`src/logic/mc_cfg_pkg.sv`:
```
package mc_cfg_pkg;

	// ==================================================
	// subsystem sizing
	// ==================================================

	localparam int N_CORES    = 4;
	localparam int CORE_IDX_W = 2; // enough for N_CORES-1

	localparam int DATA_W    = 32;
	localparam int BURST_LEN = 4; // words per sum

	// wide sum, no overflow over one burst
	localparam int SUM_W = DATA_W + $clog2(BURST_LEN);

	// phase runs 0..BURST_LEN, last value is the result cycle
	localparam int PHASE_W = $clog2(BURST_LEN + 1);

	// ==================================================
	// reset release timing
	// ==================================================

	localparam int RELEASE_GAP = 8; // cycles between core releases
	localparam int GAP_CNT_W   = 4;

endpackage

```
`src/logic/mc_types_pkg.sv`:
```
package mc_types_pkg;

	import mc_cfg_pkg::*;

	// input request from a core
	typedef enum logic [1:0] {
		REQ_IDLE = 2'd0,
		REQ_WORD = 2'd1 // sample io_in this cycle
	} req_e;

	// kind of a core result
	typedef enum logic [1:0] {
		OUT_NONE   = 2'd0,
		OUT_RESULT = 2'd1, // sum in range
		OUT_SAT    = 2'd2  // sum clipped
	} out_kind_e;

	// one core result, 34 bits
	typedef struct packed {
		logic signed [DATA_W-1:0] data;
		out_kind_e                kind;
	} core_out_t;

	// selected result with its source core
	typedef struct packed {
		core_out_t             result;
		logic [CORE_IDX_W-1:0] idx;
	} sel_out_t;

endpackage

```
`src/logic/reset_stagger.sv`:
```
`timescale 1ns/1ps

module reset_stagger import mc_cfg_pkg::*; (
	input  logic               clk,
	input  logic               arst_n,
	output logic [N_CORES-1:0] core_rst_n
);

	logic [GAP_CNT_W-1:0]  gap_cnt;
	logic [CORE_IDX_W-1:0] rel_idx;
	logic                  done;
	logic                  release_now;

	// a release happens when the gap has run out
	assign release_now = !done && (gap_cnt == '0);

	// ==================================================
	// gap counter and release index
	// ==================================================

	always_ff @(posedge clk or negedge arst_n) begin
		if (!arst_n) begin
			gap_cnt <= '0; // first release right away
			rel_idx <= '0;
			done    <= 1'b0;
		end else if (release_now) begin
			gap_cnt <= GAP_CNT_W'(RELEASE_GAP - 1);
			if (rel_idx == CORE_IDX_W'(N_CORES - 1)) begin
				done <= 1'b1; // counter stops here
			end else begin
				rel_idx <= rel_idx + 1'b1;
			end
		end else if (!done) begin
			gap_cnt <= gap_cnt - 1'b1;
		end
	end

	// ==================================================
	// per-core reset bits
	// ==================================================

	always_ff @(posedge clk or negedge arst_n) begin
		if (!arst_n) begin
			core_rst_n <= '0; // all cores held
		end else if (release_now) begin
			core_rst_n[rel_idx] <= 1'b1;
		end
	end

	// once released, a core stays out of reset until the next system reset
	a_release_monotonic: assert property (
		@(posedge clk) disable iff (!arst_n)
		(core_rst_n & $past(core_rst_n)) == $past(core_rst_n)
	);

	// successive releases are RELEASE_GAP cycles apart
	a_release_spacing: assert property (
		@(posedge clk) disable iff (!arst_n)
		(release_now && !(rel_idx == CORE_IDX_W'(N_CORES - 1)))
			|-> ##RELEASE_GAP release_now
	);

endmodule

```
`src/logic/stream_core.sv`:
```
`timescale 1ns/1ps

module stream_core import mc_cfg_pkg::*, mc_types_pkg::*; (
	input  logic                     clk,
	input  logic                     arst_n,
	input  logic                     core_rst_n,
	input  logic signed [DATA_W-1:0] io_in,
	output req_e                     req,
	output core_out_t                res
);

	localparam logic signed [DATA_W-1:0] DATA_MAX = {1'b0, {(DATA_W-1){1'b1}}};
	localparam logic signed [DATA_W-1:0] DATA_MIN = {1'b1, {(DATA_W-1){1'b0}}};

	logic [PHASE_W-1:0]       phase;
	logic                     res_cycle;
	logic signed [SUM_W-1:0]  acc;
	logic [SUM_W-DATA_W:0]    acc_top; // bits that must agree with the sign
	logic                     ovf;
	logic signed [DATA_W-1:0] sat_data;

	assign res_cycle = (phase == PHASE_W'(BURST_LEN));

	// sampling for BURST_LEN cycles, idle while in core reset
	assign req = (core_rst_n && !res_cycle) ? REQ_WORD : REQ_IDLE;

	// ==================================================
	// phase counter
	// ==================================================

	always_ff @(posedge clk or negedge arst_n) begin
		if (!arst_n) begin
			phase <= '0;
		end else if (!core_rst_n) begin
			phase <= '0;
		end else if (res_cycle) begin
			phase <= '0; // next burst
		end else begin
			phase <= phase + 1'b1;
		end
	end

	// ==================================================
	// accumulator
	// ==================================================

	always_ff @(posedge clk or negedge arst_n) begin
		if (!arst_n) begin
			acc <= '0;
		end else if (!core_rst_n || res_cycle) begin
			acc <= '0;
		end else if (req == REQ_WORD) begin
			acc <= acc + SUM_W'(io_in); // sign extended
		end
	end

	// ==================================================
	// saturation and result
	// ==================================================

	assign acc_top = acc[SUM_W-1:DATA_W-1];

	// out of range unless the top bits are all equal
	assign ovf = !((&acc_top) || !(|acc_top));

	always_comb begin
		if (!ovf) begin
			sat_data = acc[DATA_W-1:0];
		end else if (acc[SUM_W-1]) begin
			sat_data = DATA_MIN;
		end else begin
			sat_data = DATA_MAX;
		end
	end

	always_comb begin
		res.data = sat_data;
		if (!res_cycle) begin
			res.kind = OUT_NONE;
		end else if (ovf) begin
			res.kind = OUT_SAT;
		end else begin
			res.kind = OUT_RESULT;
		end
	end

	// a core never asks for input while presenting its result
	a_req_vs_result: assert property (
		@(posedge clk) disable iff (!arst_n)
		!(req == REQ_WORD && res.kind != OUT_NONE)
	);

	a_phase_range: assert property (
		@(posedge clk) disable iff (!arst_n)
		phase <= PHASE_W'(BURST_LEN)
	);

	// each result follows exactly BURST_LEN sampling cycles
	a_burst_before_result: assert property (
		@(posedge clk) disable iff (!arst_n || !core_rst_n)
		(res.kind != OUT_NONE) |-> $past(req == REQ_WORD, 1)
			&& $past(req == REQ_WORD, BURST_LEN)
	);

endmodule

```
`src/logic/out_select.sv`:
```
`timescale 1ns/1ps

module out_select import mc_cfg_pkg::*, mc_types_pkg::*; #(
	parameter type payload_t = core_out_t // needs a kind field
) (
	input  logic     clk,
	input  logic     arst_n,
	input  payload_t cand [N_CORES],
	output sel_out_t sel,
	output logic     collision
);

	sel_out_t sel_d;
	logic     found;
	logic     multi;

	// ==================================================
	// fixed priority, lowest index wins
	// ==================================================

	always_comb begin
		sel_d = '0; // kind OUT_NONE
		found = 1'b0;
		multi = 1'b0;
		for (int i = 0; i < N_CORES; i++) begin
			if (cand[i].kind != OUT_NONE) begin
				if (found) begin
					multi = 1'b1; // loser dropped
				end else begin
					found        = 1'b1;
					sel_d.result = core_out_t'(cand[i]);
					sel_d.idx    = CORE_IDX_W'(i);
				end
			end
		end
	end

	always_ff @(posedge clk or negedge arst_n) begin
		if (!arst_n) begin
			sel       <= '0;
			collision <= 1'b0;
		end else begin
			sel       <= sel_d;
			collision <= multi;
		end
	end

	a_idx_range: assert property (
		@(posedge clk) disable iff (!arst_n)
		(sel.result.kind != OUT_NONE) |-> (sel.idx <= CORE_IDX_W'(N_CORES - 1))
	);

endmodule

```
`src/logic/multicore_top.sv`:
```
`timescale 1ns/1ps

module multicore_top import mc_cfg_pkg::*, mc_types_pkg::*; (
	input  logic                     clk,
	input  logic                     arst_n,
	input  logic signed [DATA_W-1:0] io_in,
	output sel_out_t                 result,
	output logic                     collision,
	output logic [N_CORES-1:0]       core_req
);

	logic [N_CORES-1:0] core_rst_n;
	req_e               req_code [N_CORES];
	core_out_t          core_res [N_CORES];

	// ==================================================
	// staggered reset release
	// ==================================================

	reset_stagger u_stagger (
		.clk        (clk),
		.arst_n     (arst_n),
		.core_rst_n (core_rst_n)
	);

	// ==================================================
	// cores on the broadcast word
	// ==================================================

	for (genvar k = 0; k < N_CORES; k++) begin : g_core
		stream_core u_core (
			.clk        (clk),
			.arst_n     (arst_n),
			.core_rst_n (core_rst_n[k]),
			.io_in      (io_in),
			.req        (req_code[k]),
			.res        (core_res[k])
		);

		assign core_req[k] = (req_code[k] == REQ_WORD);
	end

	// ==================================================
	// result selection
	// ==================================================

	out_select #(
		.payload_t (core_out_t)
	) u_sel (
		.clk       (clk),
		.arst_n    (arst_n),
		.cand      (core_res),
		.sel       (result),
		.collision (collision)
	);

endmodule

```
`config.mk`:
```
export PLATFORM = sky130hd
export DESIGN_NAME = multicore_top
export DESIGN_NICKNAME = d
export VERILOG_FILES = /design/src/logic/mc_cfg_pkg.sv /design/src/logic/mc_types_pkg.sv /design/src/logic/reset_stagger.sv /design/src/logic/stream_core.sv /design/src/logic/out_select.sv /design/src/logic/multicore_top.sv
export SDC_FILE = /design/constraint.sdc
export NUM_CORES = 1
export LEC_CHECK = 0
export ABC_AREA = 1
export BUFFER_PORTS_ARGS = -buffer_cell sky130_fd_sc_hd__buf_2
export CAP_MARGIN = 0
export CORE_MARGIN = 5
export CORE_UTILIZATION = 40
export DETAILED_ROUTE_END_ITERATION = 10
export SETUP_SLACK_MARGIN = 0.02
export SYNTH_ARGS = -nofsm -noshare
export SYNTH_HDL_FRONTEND = slang
export SYNTH_SLANG_ARGS = --single-unit
```
`constraint.sdc`:
```
create_clock -name clk -period 2 [get_ports clk]
set_clock_uncertainty 0.15 [all_clocks]
set_input_delay 0.1 -clock clk [delete_from_list [all_inputs] [get_ports clk]]
set_output_delay 0.1 -clock clk [all_outputs]
set_load 0.02 [all_outputs]
```
; Word-level counts from Yosys, hierarchy flattened
; Index checks and enable logic that the tools add are counted.
[op_classes]
n_addsub = 10
multipliers = 0
div = 0
magnitude_cmp = 2
n_eq_ne = 10
shift = 0
muxes = 56
n_bitwise = 2
reduce_logical = 46
[ops]
columns = cell, count
row1 = 34-bit two-way mux, 8
row2 = 32-bit two-way mux, 8
row3 = 36-bit two-way mux, 7
row4 = 34-bit by 32-bit adder with 34-bit output, 4
row5 = 3-bit two-way mux, 8
row6 = 2-bit two-way mux, 8
row7 = 2-bit nonzero test, 8
row8 = 1-bit two-way mux, 14
row9 = 1-bit logical NOT, 13
row10 = "3-bit by 1-bit adder with 3-bit output, second input constant", 4
row11 = "3-bit == test, second input constant", 4
row12 = 3-bit AND reduction, 4
row13 = 3-bit OR reduction, 4
row14 = "2-bit by 1-bit == test with 1-bit output, second input constant", 4
row15 = 1-bit logical OR, 8
row16 = 4-bit two-way mux, 2
row17 = 1-bit logical AND, 6
row18 = 4-bit logical NOT, 1
row19 = 4-bit OR, 1
row20 = 2-bit AND reduction, 2
row21 = "4-bit by 1-bit subtractor with 4-bit output, second input constant", 1
row22 = "2-bit by 3-bit less-than comparator with 1-bit output, second input constant", 1
row23 = "2-bit by 1-bit adder with 2-bit output, second input constant", 1
row24 = 1-bit demux with 2-bit select, 1
row25 = 4 further kinds, 4
[word_totals]
ff_bits = 196
latch_bits = 0
ram_bits = 0
rom_bits = 0
in_bits = 34
output_inout_bits = 41
wordCells = 142
memories = 0

; Depth between registers and ports, before layout
[logic_depth]
depth_word = 13
depth_mapped = 14
mapped_depth_nobuf = 14

; Cells and area by module
; From an unflattened synthesis, not the netlist that was laid out.
[unflattened]
hier_cells = 2931
area_unflattened_um2 = 18153.7
[by_module_without_submodules]
columns = mod, n_inst, cells_per_inst, area_per_inst_um2
row1 = stream_core (g_core[1].u_core ...), 3, 632, 3832.4
row2 = stream_core (g_core[0].u_core), 1, 632, 3846.2
row3 = out_select, 1, 339, 2222.1
row4 = reset_stagger, 1, 56, 548.0
row5 = multicore_top, 1, 8, 40.0

; Worst setup path before layout
; Ideal clock, no wire load.
[synth_path]
path_type = register to register
from = reg g_core[1].u_core.acc[0]
to = reg g_core[1].u_core.acc[32]
t_arrival_ns = 1.724
required_time_ns = 1.731
slack_ns = 0.007
stages_incl_launch_ff = 12
path_cell_list = dfrtp_1 > ha_1 > inv_1 > fa_1 > o21ai_2 > nand2_1 > nand2_1 > nand2_1 > nand2_2 > nand2_1 > a21oi_1 > nor2_1
[synth_via]
elab_chain_cells = 3
[synth_rtl]
columns = item, line
row1 = start: declaration, stream_core.sv:17  ; logic signed [SUM_W-1:0] acc;
row2 = start signal: assignment, stream_core.sv:53  ; acc <= acc + SUM_W'(io_in);
row3 = 34-bit by 32-bit adder with 34-bit output, stream_core.sv:53
row4 = 34-bit two-way mux, stream_core.sv:52  ; end else if (req == REQ_WORD) begin
row5 = 34-bit two-way mux, stream_core.sv:50  ; end else if (!core_rst_n || res_cycle) begin
; No other way between the ends. The select of a mux whose other input is x is not followed.
; A chain may end at the register's enable or synchronous reset.

==> impl_metrics.csv <==
group,metric,value,unit
timing,period_minus_slack,2160,ps
cells_and_area,nFillCells,3105,
timing,setup_viol,75,
floorplan,pin_count,75,
worst_setup_path,cp_slowest_cell,"dfrtp_1",
power,pwr-share-comb,68.4,%
placement,placed_cell_area,20700,µm²
power,seqPwrFrac,19.3,%
placement,dp_hpwl,54800,µm
synth,ys_ff_latch,196,
routing,highest-signal-layer,"met5",
cts,cts-root-buf,"clkbuf_16",
cells_and_area,nets,3400,
min_path,holdCritPathClass,"primary input to flop",
synth,synth-async-reset-ratio,100,%
routing,vias,20200,
power,internal_power,0.0166,W
power,peakVddDrop,0.752,mV
cts,insertion_delay,520,ps
routing,wirelength,78300,µm
floorplan,row_count,74,
global_routing,grt_pass1_wl,109000,µm
outcome,outcome,"complete, but fails checks",
synth,synth_top_area_share,30.0,%
cts,cts_sinks,196,
timing,hold_viol,0,
timing,fin_crit_sh,108,%
worst_setup_path,cp_max_fo,8,
outcome,violations,"negative setup slack",
worst_setup_path,crit_chain,"inv_1, ha_2, nand2_4, buf_6, nor2_4, inv_6, nor2_4, nand2_8, buf_16, nand2_4, a21oi_2, a31oi_2",
cts,cts_buffers,17,
synth,synth_area_leaders,"dfrtp_1, nand2_1, ha_1, inv_1, a21oi_1",
cells_and_area,area_growth,75.4,%
routing,routed-wl-met2,39300,µm
run,drv_cap,0,
cells_and_area,design_area,28700,µm²
cts,cts_tree,"built",
global_routing,grt_pass1_vias,19500,
floorplan,dieArea,45000,µm²
cells_and_area,final_layout_size_suffix_gt1_share,52.7,%
routing,drc_errors,0,
synth,seq_area_frac_synth,30.0,%
synth,ys_types,35,
placement,gp_congestion,0.974,
cells_and_area,instances_no_fill,3761,
routing,routedLengthMet1,30900,µm
cts,cts_max_level,4,
global_routing,grt.overflow.total,0,
cells_and_area,n_antenna_cell,0,
synth,synth_nets,2735,
worst_setup_path,critical_path_arrival,2450,ps
timing,setup_tns,-5670,ps
routing,first_pass_iters,6,
synth,synthCells,2551,
routing,avgViaCountPerCell,5.36,
synth,yosysWarnings,0,
synth,synth_top_cell_by_area,"dfrtp_1",
routing,drtIter0Drc,1214,
cells_and_area,final_core_util,70.6,%
timing,worst_slack,-164,ps
routing,wl_per_cell,20.8,µm
timing,rsz0062_at_grt,"yes",
power,leakagePower,14.2,nW
synth,synth_edf_count,0,
global_routing,antenna_found_initial,1,
cells_and_area,layout_common_cells,"buf_4, nand2_1, inv_1, nand2_2, nor2_1",
floorplan,fp.dieW,212,µm
worst_setup_path,end_kind,"flop",
timing,fmax,462,MHz
synth,syn_area_per_cell,6.41,µm²
timing,slew_headroom,64.5,%
routing,ant_nets,0,
power,clkPwrFrac,12.3,%
floorplan,die_y,212,µm
cts,cts.clk_slew.worst_paths,90,ps
routing,wl_met3,3880,µm
worst_setup_path,path_class,"flop to flop",
cts,clk_path_buf_depth,2,
floorplan,core,40600,µm²
cells_and_area,final_common_cell,"buf_4",
timing,tightest_slew,527,ps
global_routing,grt.total_usage,32.1,%
power,netSwitchingPower,0.0149,W
worst_setup_path,slowest_delay,390,ps
placement,io_buffers,74,
power,p_sw_share,47.3,%
floorplan,start_util,40.2,%
worst_setup_path,crit_required,2280,ps
synth,synth_flop_cell,"dfrtp_1",
synth,syn_area,16400,µm²
timing,maxSlewViolCount,0,
worst_setup_path,critPathLaunchType,"flop",
global_routing,grt_max_degree,51,
placement,place_inst,3553,
power,p_per_area,1100,nW/µm²
## final timing paths
kind / from / endpoint / slack, ps / depth (start not counted)
max reg2reg: g_core[1].u_core.phase[1] / u_sel.sel[10] / -160 / 12
min in group asynchronous: arst_n / g_core[3].u_core.acc[7] / 80 / 3
max in group asynchronous: arst_n / g_core[1].u_core.acc[30] / 1220 / 3
min reg2reg: u_stagger.core_rst_n[3] / g_core[3].u_core.phase[1] / 320 / 2
max: g_core[1].u_core.phase[1] / u_sel.sel[10] / -160 / 12
min: io_in[2] / g_core[3].u_core.acc[2] / 50 / 3
## area by class of cell
cell class | count | area (µm²) | share of cell area (%)
flip-flops and latches | 196 | 4910 | 17.1
multi-input cells | 1944 | 15200 | 53.0
well taps | 532 | 666 | 2.32
repair buffers | 683 | 5850 | 20.4
clock buffers | 17 | 425 | 1.48
clock inverters | 15 | 184 | 0.641
inverters | 374 | 1460 | 5.08
## critical path: cells and delay by family (launching register included)
family                   cells  cell delay [ps]
flip-flops                   1              390
AO/OA/AOI/OAI                2              250
adder cells (fa/ha/maj)      1              190
buffers and inverters        4              410
AND/OR/NAND/NOR              5              670
## Yosys cell counts (6+ instances only)
cell and count:
nand2_1 741, inv_1 369, nor2_1 358, a21oi_1 276, dfrtp_1 196, o21ai_0 154
ha_1 146, nand3_1 93, nor3_1 35, a31oi_1 28, nand4_1 22, xnor2_1 21
o21bai_1 17, buf_2 16, clkbuf_1 11, a21o_1 9, nand3b_1 9, buf_6 6
nand2_2 6
## repair_timing
| action | in CTS | in global routing |
|---|---|---|
| buffers inserted | 72 | 97 |
| hold buffers | 10 | 0 |
| gates resized for setup | 526 | 902 |
| pin swaps | 137 | 316 |
| setup endpoints to repair | 145 | 161 |
| hold endpoints to repair | 208 | 0 |
| gates cloned | 10 | 6 |
## kinds of logic (layout without fill, tap and decap cells)
group,after synthesis,after routing,share of synthesized area (%)
xor gates and xnor gates,25,25,1.34
AOI/OAI and AO/OA,497,497,16.1
buffers and inverters,411,1089,9.83
adders and majority gates,150,150,11.7
DFF,196,196,30.0
and+or+nand+nor,1272,1272,31.1
## registers in the layout (all words and copies together), names as in the netlist
| register | count |
|---|---|
| u_stagger.done | 1 |
| u_stagger.rel_idx | 2 |
| u_stagger.gap_cnt | 4 |
| u_sel.collision | 1 |
| u_sel.sel | 36 |
| u_stagger.core_rst_n | 4 |
| g_core.u_core.acc | 136 |
| g_core.u_core.phase | 12 |
## metal layers
layer  global-route usage [%]  vias up
li1                         -     9558
met1                     39.3     9766
met2                     57.2      634
met3                     4.68      190
met4                     12.3        2
met5                        0        -
## metrics by stage
| stage | hold slack [ps] | total power, W | setup slack, ps |
|---|---|---|---|
| finish | 51.8 | 0.0315 | -164 |
| global route | 41.0 | 0.0333 | -259 |
| CTS | 4.06 | 0.0265 | -176 |
| detailed placement | -91.3 | 0.0202 | -273 |
| global placement | -90.2 | 0.0201 | -225 |
| floorplan | -346 | 0.0133 | 32.3 |
## power groups by stage
stage               Sequential [W]  Clock (W)  Combinational (W)
global placement           0.00585          0             0.0142
detailed placement         0.00587          0             0.0143
global route               0.00615    0.00407             0.0230
finish                     0.00609    0.00387             0.0215
floorplan                  0.00599          0            0.00732
CTS                        0.00596    0.00391             0.0166
Note: power is estimated with default switching activity, not from simulation.
